### config.mk
export PLATFORM = sky130hd
export DESIGN_NAME = pipe16Top
export DESIGN_NICKNAME = d
export VERILOG_FILES = /design/src/pipe16Pkg.sv /design/src/fetchStage.sv /design/src/decodeStage.sv /design/src/execStage.sv /design/src/resultStage.sv /design/src/pipe16Top.sv
export VERILOG_INCLUDE_DIRS = /design/src
export SDC_FILE = /design/constraint.sdc
export NUM_CORES = 2
export LEC_CHECK = 0
export ABC_CLOCK_PERIOD_IN_PS = 3800
export BUFFER_PORTS_ARGS = -buffer_cell sky130_fd_sc_hd__buf_2
export CELL_PAD_IN_SITES_DETAIL_PLACEMENT = 0
export CELL_PAD_IN_SITES_GLOBAL_PLACEMENT = 1
export CORE_MARGIN = 2
export CORE_UTILIZATION = 55
export DETAILED_ROUTE_END_ITERATION = 10
export HOLD_SLACK_MARGIN = 0.06
export PLACE_DENSITY_LB_ADDON = 0.1
export SYNTH_ARGS = -nofsm -noshare
export SYNTH_HDL_FRONTEND = slang
export SYNTH_SLANG_ARGS = --single-unit
### constraint.sdc
create_clock -name clk -period 3.8 [get_ports clk]
set_clock_uncertainty 0.1 [all_clocks]
set_input_delay 0.57 -clock clk [delete_from_list [all_inputs] [get_ports clk]]
set_output_delay 0.57 -clock clk [all_outputs]
set_load 0.03 [all_outputs]
### src/pipe16_settings.svh
//////////////////////////////////////////////////
// pipe16 settings
// sizes and reset values shared by the core.
//////////////////////////////////////////////////

`ifndef PIPE16_SETTINGS_SVH
`define PIPE16_SETTINGS_SVH

// instruction memory depth in 16-bit words.
`define PIPE16_IMEM_DEPTH 64

// architectural register count.
`define PIPE16_NUM_REGS 8

// PC after reset and while run is low.
`define PIPE16_RESET_PC 16'h0000

`endif

### src/pipe16Pkg.sv
//////////////////////////////////////////////////
// pipe16 package
// opcode and funct encodings, the two views of an
// instruction word and the records between stages.
//////////////////////////////////////////////////

package pipe16Pkg;

   // major opcode in bits 15:12, any other code is a no-op.
   typedef enum logic [3:0] {
      OP_ALU  = 4'h1,
      OP_ADDI = 4'h2,
      OP_ANDI = 4'h3,
      OP_BEQZ = 4'h4,
      OP_BNEZ = 4'h5,
      OP_HALT = 4'hf
   } opcodeT;

   // alu function for OP_ALU.
   typedef enum logic [2:0] {
      ADD = 3'd0,
      SUB = 3'd1,
      AND = 3'd2,
      OR  = 3'd3,
      XOR = 3'd4,
      SLL = 3'd5,
      SRL = 3'd6,
      SLT = 3'd7
   } functT;

   typedef struct packed {
      opcodeT     opcode;
      logic [2:0] rd;
      logic [2:0] rs;
      logic [2:0] rt;
      functT      funct;
   } rFmtT;

   typedef struct packed {
      opcodeT            opcode;
      logic [2:0]        rd;
      logic [2:0]        rs;
      logic signed [5:0] imm;
   } iFmtT;

   // one 16-bit word, read as register or immediate format.
   typedef union packed {
      rFmtT rFmt;
      iFmtT iFmt;
   } instrWordT;

   typedef struct packed {
      logic        en;
      logic [5:0]  addr;
      logic [15:0] data;
   } imemWrT;

   typedef struct packed {
      logic        valid;
      logic [15:0] pc;
      instrWordT   instr;
   } fetchOutT;

   typedef struct packed {
      logic        valid;
      logic [15:0] pc;
      opcodeT      op;
      functT       funct;
      logic [2:0]  rd;
      logic        wrEn;
      logic [15:0] opA;
      logic [15:0] opB;
      logic [15:0] imm;
   } decodeOutT;

   // also the retire report.
   typedef struct packed {
      logic        valid;
      logic [15:0] pc;
      logic        wrEn;
      logic [2:0]  rd;
      logic [15:0] data;
      logic        halt;
   } resultT;

   typedef struct packed {
      logic        take;
      logic [15:0] target;
   } redirectT;

endpackage

### src/fetchStage.sv
//////////////////////////////////////////////////
// pipe16 fetch stage
// PC, instruction memory with load port, and the
// fetch-to-decode register.
//////////////////////////////////////////////////

`timescale 1ns/1ps
`include "pipe16_settings.svh"

module fetchStage import pipe16Pkg::*; (
   input  logic     clk,
   input  logic     arstN,
   input  logic     run,
   input  imemWrT   imemWr,
   input  logic     stall,
   input  redirectT redirect,
   input  logic     halted,
   output fetchOutT fetchOut
);

   localparam int IMEM_AW = $clog2(`PIPE16_IMEM_DEPTH);

   logic [15:0] imem [`PIPE16_IMEM_DEPTH];
   logic [15:0] pc;
   logic [15:0] pcNext;
   instrWordT   fetchWord;
   logic        issue;

   // load port, written before run goes high.
   always_ff @(posedge clk) begin
      if (imemWr.en) begin
         imem[imemWr.addr] <= imemWr.data;
      end
   end

   // combinational read from the current PC.
   assign fetchWord = imem[pc[IMEM_AW-1:0]];

   // no new word when idle, halted or squashed.
   assign issue = run && !halted && !redirect.take;

   always_comb begin
      if (!run) begin
         pcNext = `PIPE16_RESET_PC;
      end else if (halted) begin
         pcNext = pc;
      end else if (redirect.take) begin
         pcNext = redirect.target;
      end else if (stall) begin
         pcNext = pc;
      end else begin
         pcNext = pc + 16'd1;
      end
   end

   always_ff @(posedge clk or negedge arstN) begin
      if (!arstN) begin
         pc <= `PIPE16_RESET_PC;
      end else begin
         pc <= pcNext;
      end
   end

   // fetch-to-decode register, frozen during a stall.
   always_ff @(posedge clk or negedge arstN) begin
      if (!arstN) begin
         fetchOut <= '0;
      end else if (!issue) begin
         fetchOut.valid <= 1'b0;
      end else if (!stall) begin
         fetchOut.valid <= 1'b1;
         fetchOut.pc    <= pc;
         fetchOut.instr <= fetchWord;
      end
   end

endmodule

### src/decodeStage.sv
//////////////////////////////////////////////////
// pipe16 decode stage
// register file, field decode, hazard stall and
// the decode-to-execute register.
//////////////////////////////////////////////////

`timescale 1ns/1ps
`include "pipe16_settings.svh"

module decodeStage import pipe16Pkg::*; (
   input  logic      clk,
   input  logic      arstN,
   input  fetchOutT  fetchOut,
   input  redirectT  redirect,
   input  resultT    wb,
   output logic      stall,
   output decodeOutT decodeOut
);

   logic [15:0] regs [`PIPE16_NUM_REGS];
   instrWordT   iw;
   opcodeT      op;
   logic        isR;
   logic        isImm;
   logic        isBranch;
   logic [2:0]  rd;
   logic [2:0]  rs;
   logic [2:0]  rt;
   logic [15:0] immExt;
   logic [15:0] rsVal;
   logic [15:0] rtVal;
   logic        exWrites;
   logic        rsHit;
   logic        rtHit;
   decodeOutT   decodeNext;

   // architectural registers clear to zero.
   always_ff @(posedge clk or negedge arstN) begin
      if (!arstN) begin
         for (int i = 0; i < `PIPE16_NUM_REGS; i++) begin
            regs[i] <= 16'd0;
         end
      end else if (wb.valid && wb.wrEn) begin
         regs[wb.rd] <= wb.data;
      end
   end

   assign iw = fetchOut.instr;
   assign op = iw.rFmt.opcode;

   always_comb begin
      isR      = (op == OP_ALU);
      isImm    = (op == OP_ADDI) || (op == OP_ANDI);
      isBranch = (op == OP_BEQZ) || (op == OP_BNEZ);
      // rd and rs sit at the same bits in both formats.
      rd     = iw.rFmt.rd;
      rs     = iw.rFmt.rs;
      rt     = iw.rFmt.rt;
      immExt = {{10{iw.iFmt.imm[5]}}, iw.iFmt.imm};
   end

   // reads see a write-back made in the same cycle.
   always_comb begin
      rsVal = regs[rs];
      rtVal = regs[rt];
      if (wb.valid && wb.wrEn && (wb.rd == rs)) begin
         rsVal = wb.data;
      end
      if (wb.valid && wb.wrEn && (wb.rd == rt)) begin
         rtVal = wb.data;
      end
   end

   // raw hazard against the instruction in execute.
   assign exWrites = decodeOut.valid && decodeOut.wrEn;
   assign rsHit    = (isR || isImm || isBranch) && (rs == decodeOut.rd);
   assign rtHit    = isR && (rt == decodeOut.rd);
   assign stall    = fetchOut.valid && exWrites && (rsHit || rtHit);

   always_comb begin
      // bubble on stall or redirect.
      decodeNext.valid = fetchOut.valid && !stall && !redirect.take;
      decodeNext.pc    = fetchOut.pc;
      decodeNext.op    = op;
      decodeNext.funct = iw.rFmt.funct;
      decodeNext.rd    = rd;
      decodeNext.wrEn  = isR || isImm;
      decodeNext.opA   = rsVal;
      decodeNext.opB   = rtVal;
      decodeNext.imm   = immExt;
   end

   always_ff @(posedge clk or negedge arstN) begin
      if (!arstN) begin
         decodeOut <= '0;
      end else begin
         decodeOut <= decodeNext;
      end
   end

endmodule

### src/execStage.sv
//////////////////////////////////////////////////
// pipe16 execute stage
// ALU, branch resolution and the redirect pulse.
//////////////////////////////////////////////////

`timescale 1ns/1ps

module execStage import pipe16Pkg::*; (
   input  logic      clk,
   input  logic      arstN,
   input  decodeOutT decodeOut,
   output redirectT  redirect,
   output resultT    exOut
);

   logic [3:0]  shamt;
   logic [15:0] functOut;
   logic [15:0] aluOut;
   logic        isZero;
   resultT      exNext;

   assign shamt = decodeOut.opB[3:0];

   always_comb begin
      functOut = 16'd0;
      case (decodeOut.funct)
         ADD: functOut = decodeOut.opA + decodeOut.opB;
         SUB: functOut = decodeOut.opA - decodeOut.opB;
         AND: functOut = decodeOut.opA & decodeOut.opB;
         OR:  functOut = decodeOut.opA | decodeOut.opB;
         XOR: functOut = decodeOut.opA ^ decodeOut.opB;
         SLL: functOut = decodeOut.opA << shamt;
         SRL: functOut = decodeOut.opA >> shamt;
         SLT: functOut = {15'd0, $signed(decodeOut.opA) < $signed(decodeOut.opB)};
      endcase
   end

   always_comb begin
      case (decodeOut.op)
         OP_ALU:  aluOut = functOut;
         OP_ADDI: aluOut = decodeOut.opA + decodeOut.imm;
         OP_ANDI: aluOut = decodeOut.opA & decodeOut.imm;
         default: aluOut = 16'd0;
      endcase
   end

   // branch target is pc + 1 + imm, in words.
   assign isZero = (decodeOut.opA == 16'd0);
   assign redirect.take = decodeOut.valid &&
                          (((decodeOut.op == OP_BEQZ) && isZero) ||
                           ((decodeOut.op == OP_BNEZ) && !isZero));
   assign redirect.target = decodeOut.pc + 16'd1 + decodeOut.imm;

   always_comb begin
      exNext.valid = decodeOut.valid;
      exNext.pc    = decodeOut.pc;
      exNext.wrEn  = decodeOut.wrEn;
      exNext.rd    = decodeOut.rd;
      exNext.data  = aluOut;
      exNext.halt  = (decodeOut.op == OP_HALT);
   end

   // execute-to-result register.
   always_ff @(posedge clk or negedge arstN) begin
      if (!arstN) begin
         exOut <= '0;
      end else begin
         exOut <= exNext;
      end
   end

endmodule

### src/resultStage.sv
//////////////////////////////////////////////////
// pipe16 result stage
// write-back, retire report and halted flag.
//////////////////////////////////////////////////

`timescale 1ns/1ps

module resultStage import pipe16Pkg::*; (
   input  logic   clk,
   input  logic   arstN,
   input  resultT exOut,
   output resultT wb,
   output resultT retire,
   output logic   halted
);

   // nothing younger than a halt is allowed to retire.
   always_comb begin
      wb       = exOut;
      wb.valid = exOut.valid && !halted;
      wb.wrEn  = exOut.valid && exOut.wrEn && !halted;
   end

   assign retire = wb;

   // sticky until reset.
   always_ff @(posedge clk or negedge arstN) begin
      if (!arstN) begin
         halted <= 1'b0;
      end else if (wb.valid && exOut.halt) begin
         halted <= 1'b1;
      end
   end

endmodule

### src/pipe16Top.sv
//////////////////////////////////////////////////
// pipe16 top
// four-stage 16-bit core, fetch to result.
//////////////////////////////////////////////////

`timescale 1ns/1ps

module pipe16Top import pipe16Pkg::*; (
   input  logic   clk,
   input  logic   arstN,
   input  logic   run,
   input  imemWrT imemWr,
   output resultT retire,
   output logic   halted
);

   fetchOutT  fetchOut;
   decodeOutT decodeOut;
   resultT    exOut;
   resultT    wb;
   redirectT  redirect;
   logic      stall;

   fetchStage uFetch (
      .clk      (clk),
      .arstN    (arstN),
      .run      (run),
      .imemWr   (imemWr),
      .stall    (stall),
      .redirect (redirect),
      .halted   (halted),
      .fetchOut (fetchOut)
   );

   decodeStage uDecode (
      .clk       (clk),
      .arstN     (arstN),
      .fetchOut  (fetchOut),
      .redirect  (redirect),
      .wb        (wb),
      .stall     (stall),
      .decodeOut (decodeOut)
   );

   execStage uExec (
      .clk       (clk),
      .arstN     (arstN),
      .decodeOut (decodeOut),
      .redirect  (redirect),
      .exOut     (exOut)
   );

   resultStage uResult (
      .clk    (clk),
      .arstN  (arstN),
      .exOut  (exOut),
      .wb     (wb),
      .retire (retire),
      .halted (halted)
   );

endmodule

Word-level counts from Yosys, hierarchy flattened --
Memory sizes are Yosys's and may differ from the RTL's. Cells that the tools add are included.
Operators by class: order comparisons 5, bitwise logic cells 8, reductions and logical operators 34, eq/ne operators 25, mux-type cells 21, shift operators 2, add/sub/neg operators 6
Operators with widths (count):
- $mux W16 | 11
- $bwmux W128 | 1
- $pmux W16 S8 | 1
- $bmux W16 S3 | 2
- $add A16 B16 Y16 | 3
- $demux W16 S3 | 1
- $pmux W16 S3 | 1
- $mux W33 | 1
- $add A16 B1 Y16 const B | 2
- $and A16 B16 Y16 | 2
- $logic_and A1 B1 Y1 | 20
- $eq A4 B2 Y1 const B | 4
- $eq A4 B3 Y1 const B | 4
- $logic_not A16 Y1 | 1
- $lt A16 B16 Y1 | 1
- $or A16 B16 Y16 | 1
- $shl A16 B4 Y16 | 1
- $shr A16 B4 Y16 | 1
- $sub A16 B16 Y16 | 1
- $xor A16 B16 Y16 | 1
- $eq A3 B3 Y1 | 4
- $eq A3 B3 Y1 const B | 4
- $ge A4 B4 Y1 const B | 3
- $not A3 Y4 | 3
- 13 further kinds | 27
Storage, ports and cells: bits of input ports 26, flip-flop bits (word level) 282, memories 1, bits in writable memories 1024, word-level logic and storage cells 130
Memory list:
- uFetch.imem | words 64, width 16, read ports 1, clocked after Yosys merged registers in 0, write ports 1, line fetchStage.sv:23 | logic [15:0] imem [`PIPE16_IMEM_DEPTH];

Longest topological paths before layout --
depth in word-level cells 11, depth in mapped cells 14, gate-level depth less buffers 12

By module --
From an unflattened synthesis, not the netlist that was laid out.
Unflattened totals: cells, all modules 3463, area, all modules 57348.8 µm²
Modules (own cells, without submodules):
- fetchStage | area each 41644.9 µm², times used 1, cells an instance 2012, sequential area each 31975.7 µm²
- decodeStage | area each 8908.5 µm², times used 1, cells an instance 584, sequential area each 4779.6 µm²
- execStage | area each 6187.2 µm², times used 1, cells an instance 789, sequential area each 950.9 µm²
- resultStage | area each 608.1 µm², times used 1, cells an instance 78, sequential area each 25.0 µm²

Worst setup path before layout --
No wires, ideal clock.
path kind reg-to-reg, start register, netlist name uDecode.decodeOut[17], end register, netlist name uExec.exOut[16], cell stages (with the launch flop) 13, path buffers 1, required time 3.634 ns, data arrival time 3.164 ns, slack 0.469 ns, path through dfrtp_1 inv_2 buf_1 ha_1 a211o_1 a21oi_1 a2111oi_0 a2111oi_2 o21ai_1 a21oi_1 mux2_2 a22oi_1 a221o_1
On the way: cells in the longest elaborated chain, start to end 3
RTL lines:
- $sub A16 B16 Y16 (tied with other cells) | line execStage.sv:28 | SUB: functOut = decodeOut.opA - decodeOut.opB;
- $pmux W16 S8 * | line execStage.sv:26 | case (decodeOut.funct)
- $pmux W16 S3 * | line execStage.sv:39 | case (decodeOut.op)
- named net uExec.aluOut[15] | line execStage.sv:18 | logic [15:0] aluOut;
Mark *: on every way through the listed nets, which the timed path passes. The rest lies on a longest branch. A chain may end at the register's enable or synchronous reset.

Worst setup path after layout --
start register, netlist name uDecode.decodeOut[46], end register, netlist name uFetch.fetchOut[15]
On the way: cells in the longest elaborated chain, start to end 8
RTL lines:
- $logic_not A16 Y1 * | line execStage.sv:48 | assign isZero = (decodeOut.opA == 16'd0);
- $logic_not A1 Y1 | line execStage.sv:51 | ((decodeOut.op == OP_BNEZ) && !isZero));
- $logic_and A1 B1 Y1 | line execStage.sv:51
- $logic_or A1 B1 Y1 * | line execStage.sv:50 | (((decodeOut.op == OP_BEQZ) && isZero) ||
- $logic_and A1 B1 Y1 * | line execStage.sv:49 | assign redirect.take = decodeOut.valid &&
- $logic_not A1 Y1 * | line fetchStage.sv:40 | assign issue = run && !halted && !redirect.take;
- $logic_and A1 B1 Y1 * | line fetchStage.sv:40
- $reduce_and A2 Y1 (no line) *
Mark *: on every way between the ends. The rest lies on a longest branch, timed or not.

==> results.sh <==
export IMPL_yosys_area_top_type="edfxtp_1"
export IMPL_die_h_microns=325
export IMPL_mostFrequentLayoutCells="1024 x edfxtp_1, 313 x mux4_2, 272 x dfrtp_1"
export IMPL_path_clk_slew_ns=0.06
export IMPL_cts_inserted_buffers=137
export IMPL_via_count=32100
export IMPL_synth_seq_cells=1303
export IMPL_cts_tree="built"
export IMPL_power_leakage_nw=22.8
export IMPL_slowest_delay_ns=0.76
export IMPL_hp_class="primary input to flip-flop"
export IMPL_layout_commonest_cell="edfxtp_1"
export IMPL_ant_nets=0
export IMPL_synth_warnings=0
export IMPL_whs_path_depth=2
export IMPL_htree_levels=4
export IMPL_cp_startpoint="uDecode.decodeOut[46]"
export IMPL_gp_congestion=0.959
export IMPL_dpl_cell_area_sq_um=59700
export IMPL_total_power_mw=44.6
export IMPL_synth_cells=3354
export IMPL_area_growth_pct=12.8
export IMPL_max_cap_violations=0
export IMPL_antenna_found_initial=6
export IMPL_final_max_slew_viol_count=0
export IMPL_peakVddDrop_v=0.000491
export IMPL_vias_per_cell=6.39
export IMPL_fmax_mhz=269
export IMPL_status="complete, no violations"
export IMPL_dr_pass1_iters=5
export IMPL_wl_per_cell_microns=30.0
export IMPL_cp_arrival_ns=4.29
export IMPL_die_area_sq_um=106000
export IMPL_crit_fanout=24
export IMPL_dp_slack_ns=0.0773
export IMPL_regToRegStartpoint="uDecode.decodeOut[46]"
export IMPL_cp_end_kind="flip-flop"
export IMPL_row_count=117
export IMPL_fillers=7321
export IMPL_finalHoldViolCount=0
export IMPL_setup_ws_ns=0.0860
export IMPL_powerDensity_nw_per_um2=697
export IMPL_final_area_sq_um=64000
export IMPL_cts_repair_resized=0
export IMPL_min_from="run"
export IMPL_syn_area_sq_um=56700
export IMPL_drc=0
export IMPL_grt_max_degree=73
export IMPL_io_buffer_count=64
export IMPL_postCtsSetupBuffers=0
export IMPL_grt_pass1_vias=32400
export IMPL_start_util=0.556
export IMPL_r2r_cells=8
export IMPL_startpoint_type="flip-flop"
export IMPL_grt_usage=0.286
export IMPL_fin_tns_setup_ns=0
export IMPL_cts_sinks=1303
export IMPL_synth_enable_flop_cells=1024
export IMPL_fp_dieW_microns=325
export IMPL_setup_viol=0
export IMPL_relSlewSlack=0.109
export IMPL_reg2reg_to="uFetch.fetchOut[15]"
export IMPL_overflow=0
export IMPL_synth_avg_cell_area_sq_um=16.9
export IMPL_rsz0062_at_grt="false"
export IMPL_clk_latency_ns=0.74
export IMPL_dp_final_hpwl_mm=98.2
export IMPL_wirelength_mm=151
export IMPL_crit_type="flip-flop to flip-flop"
export IMPL_synth_main_ff_cell="edfxtp_1"
export IMPL_ys_types=76
export IMPL_crit_chain="nor4_1, nand4_1, xor2_1, nor2_1, or3_2, buf_4, a311oi_1, a21o_1"
export IMPL_drive_above_1_share=0.270
export IMPL_root_buffer="clkbuf_16"
export IMPL_coreArea_sq_um=102000
export IMPL_grt_first_pass_wirelength_mm=221
export IMPL_required_ns=4.37
export IMPL_synth_nets=3465
export IMPL_drtIter0Drc=3396
export IMPL_layout_worst_path_cycle_share=0.977
export IMPL_final_nets=3670
export IMPL_cp_slowest_cell="nor4_1"
export IMPL_cts_buffer_depth=3
export IMPL_layout_min_cycle_time_ns=3.71
export IMPL_async_reset_ff_frac=0.214
export IMPL_ys_seq_area_frac=0.665
export IMPL_synth_top_cells_by_area="edfxtp_1 54%, mux4_2 12%, dfrtp_1 12%"
export IMPL_tightest_slew_ns=1.34
export IMPL_r2r_slack_ns=0.09
export IMPL_synth_top_area_frac=0.542
export IMPL_endpoint="uFetch.fetchOut[15]"
export IMPL_io_pins=65
==> final cells by class <==
type,count,area [sq um],area share
Antenna cell,2,5.00,0.0000782
Clock buffer,191,3870,0.0605
Clock inverter,45,392,0.00612
Inverter,59,223,0.00348
Multi-Input combinational cell,1757,17700,0.276
Sequential cell,1303,37700,0.590
Tap cell,1368,1710,0.0267
Timing Repair Buffer,301,2360,0.0369
==> registers in the layout, summed over array words and instances, names as in the netlist <==
register,cells
uFetch.fetchOut,33
uFetch.imem,1024
uDecode.regs,128
uResult.halted,1
uFetch.pc,16
uDecode.decodeOut,63
uExec.exOut,38
==> how the worst min path moves through the flow <==
stage                       endpoint  slack, ns
6_report                uFetch.pc[7]        0.1
5_1_grt                 uFetch.pc[7]       0.09
4_1_cts                 uFetch.pc[7]       0.06
3_5_place_dp   uDecode.decodeOut[69]       0.26
3_3_place_gp   uDecode.decodeOut[74]       0.25
2_1_floorplan   uDecode.decodeOut[0]       0.17
==> where the power goes <==
part           switching [mW]  leakage, nW  internal [mW]
combinational            8.40         7.75           6.46
sequential              0.904         13.0           16.1
clock                    5.33         2.08           7.43
total                    14.6         22.8           30.0
==> routing by layer <==
layer / GRT usage / vias up / wire (microns) / part of all wire
li1: - / 13700 / - / -
met1: 0.395 / 17000 / 61800 / 0.41
met2: 0.476 / 1211 / 75200 / 0.50
met3: 0.0410 / 260 / 9080 / 0.060
met4: 0.0915 / 4 / 4610 / 0.031
met5: 0 / - / 19 / 0.00013
==> critical path, delay by kind of cell, from the launching register on <==
kind / cells / cell delay, ns
AO/OA/AOI/OAI: 2 / 0.65
AND/OR/NAND/NOR: 4 / 1.75
flip-flops: 1 / 0.50
XOR/XNOR: 1 / 0.34
buffers and inverters: 1 / 0.27
==> timing repair <==
item                                   in CTS  in global routing
setup endpoints to repair                   0                  0
hold buffers                                1                  0
endpoints found under the hold margin      68                  0
==> Yosys cell counts (all sizes together) (17+ instances only) <==
master and instances:
a211oi 27, a21oi 83, a221o 26, a221oi 42, a22oi 26, a2bb2oi 17
buf 113, clkbuf 122, dfrtp 279, edfxtp 1024, ha 81, inv 58
mux2 164, mux2i 171, mux4 313, nand2 100, nand2b 19, nand3 22
nor2 234, nor3 28, o21ai 133, o22ai 17, xnor2 32, xor2 21
==> per-stage QoR <==
step / hold slack (ns) / cells / util
floorplan: 0.174 / 3354 / -
global placement: 0.254 / 4787 / 0.585
detailed placement: 0.256 / 4787 / 0.585
CTS: 0.0602 / 5024 / 0.627
global route: 0.0864 / 5024 / 0.627
finish: 0.0994 / 5026 / 0.627
==> cell families (layout without fill, tap and decap cells) <==
logic type / after synthesis / count (layout) / share of synthesized area
compound gates: 475 / 475 / 0.0565
other cells: 0 / 2 / 0
simple gates: 496 / 496 / 0.0398
mux: 648 / 648 / 0.187
xor+xnor: 53 / 53 / 0.00818
buf+inv: 294 / 596 / 0.0244
flops: 1303 / 1303 / 0.665
fa+ha+maj: 85 / 85 / 0.0193
Power figures use the tool's default switching activity.
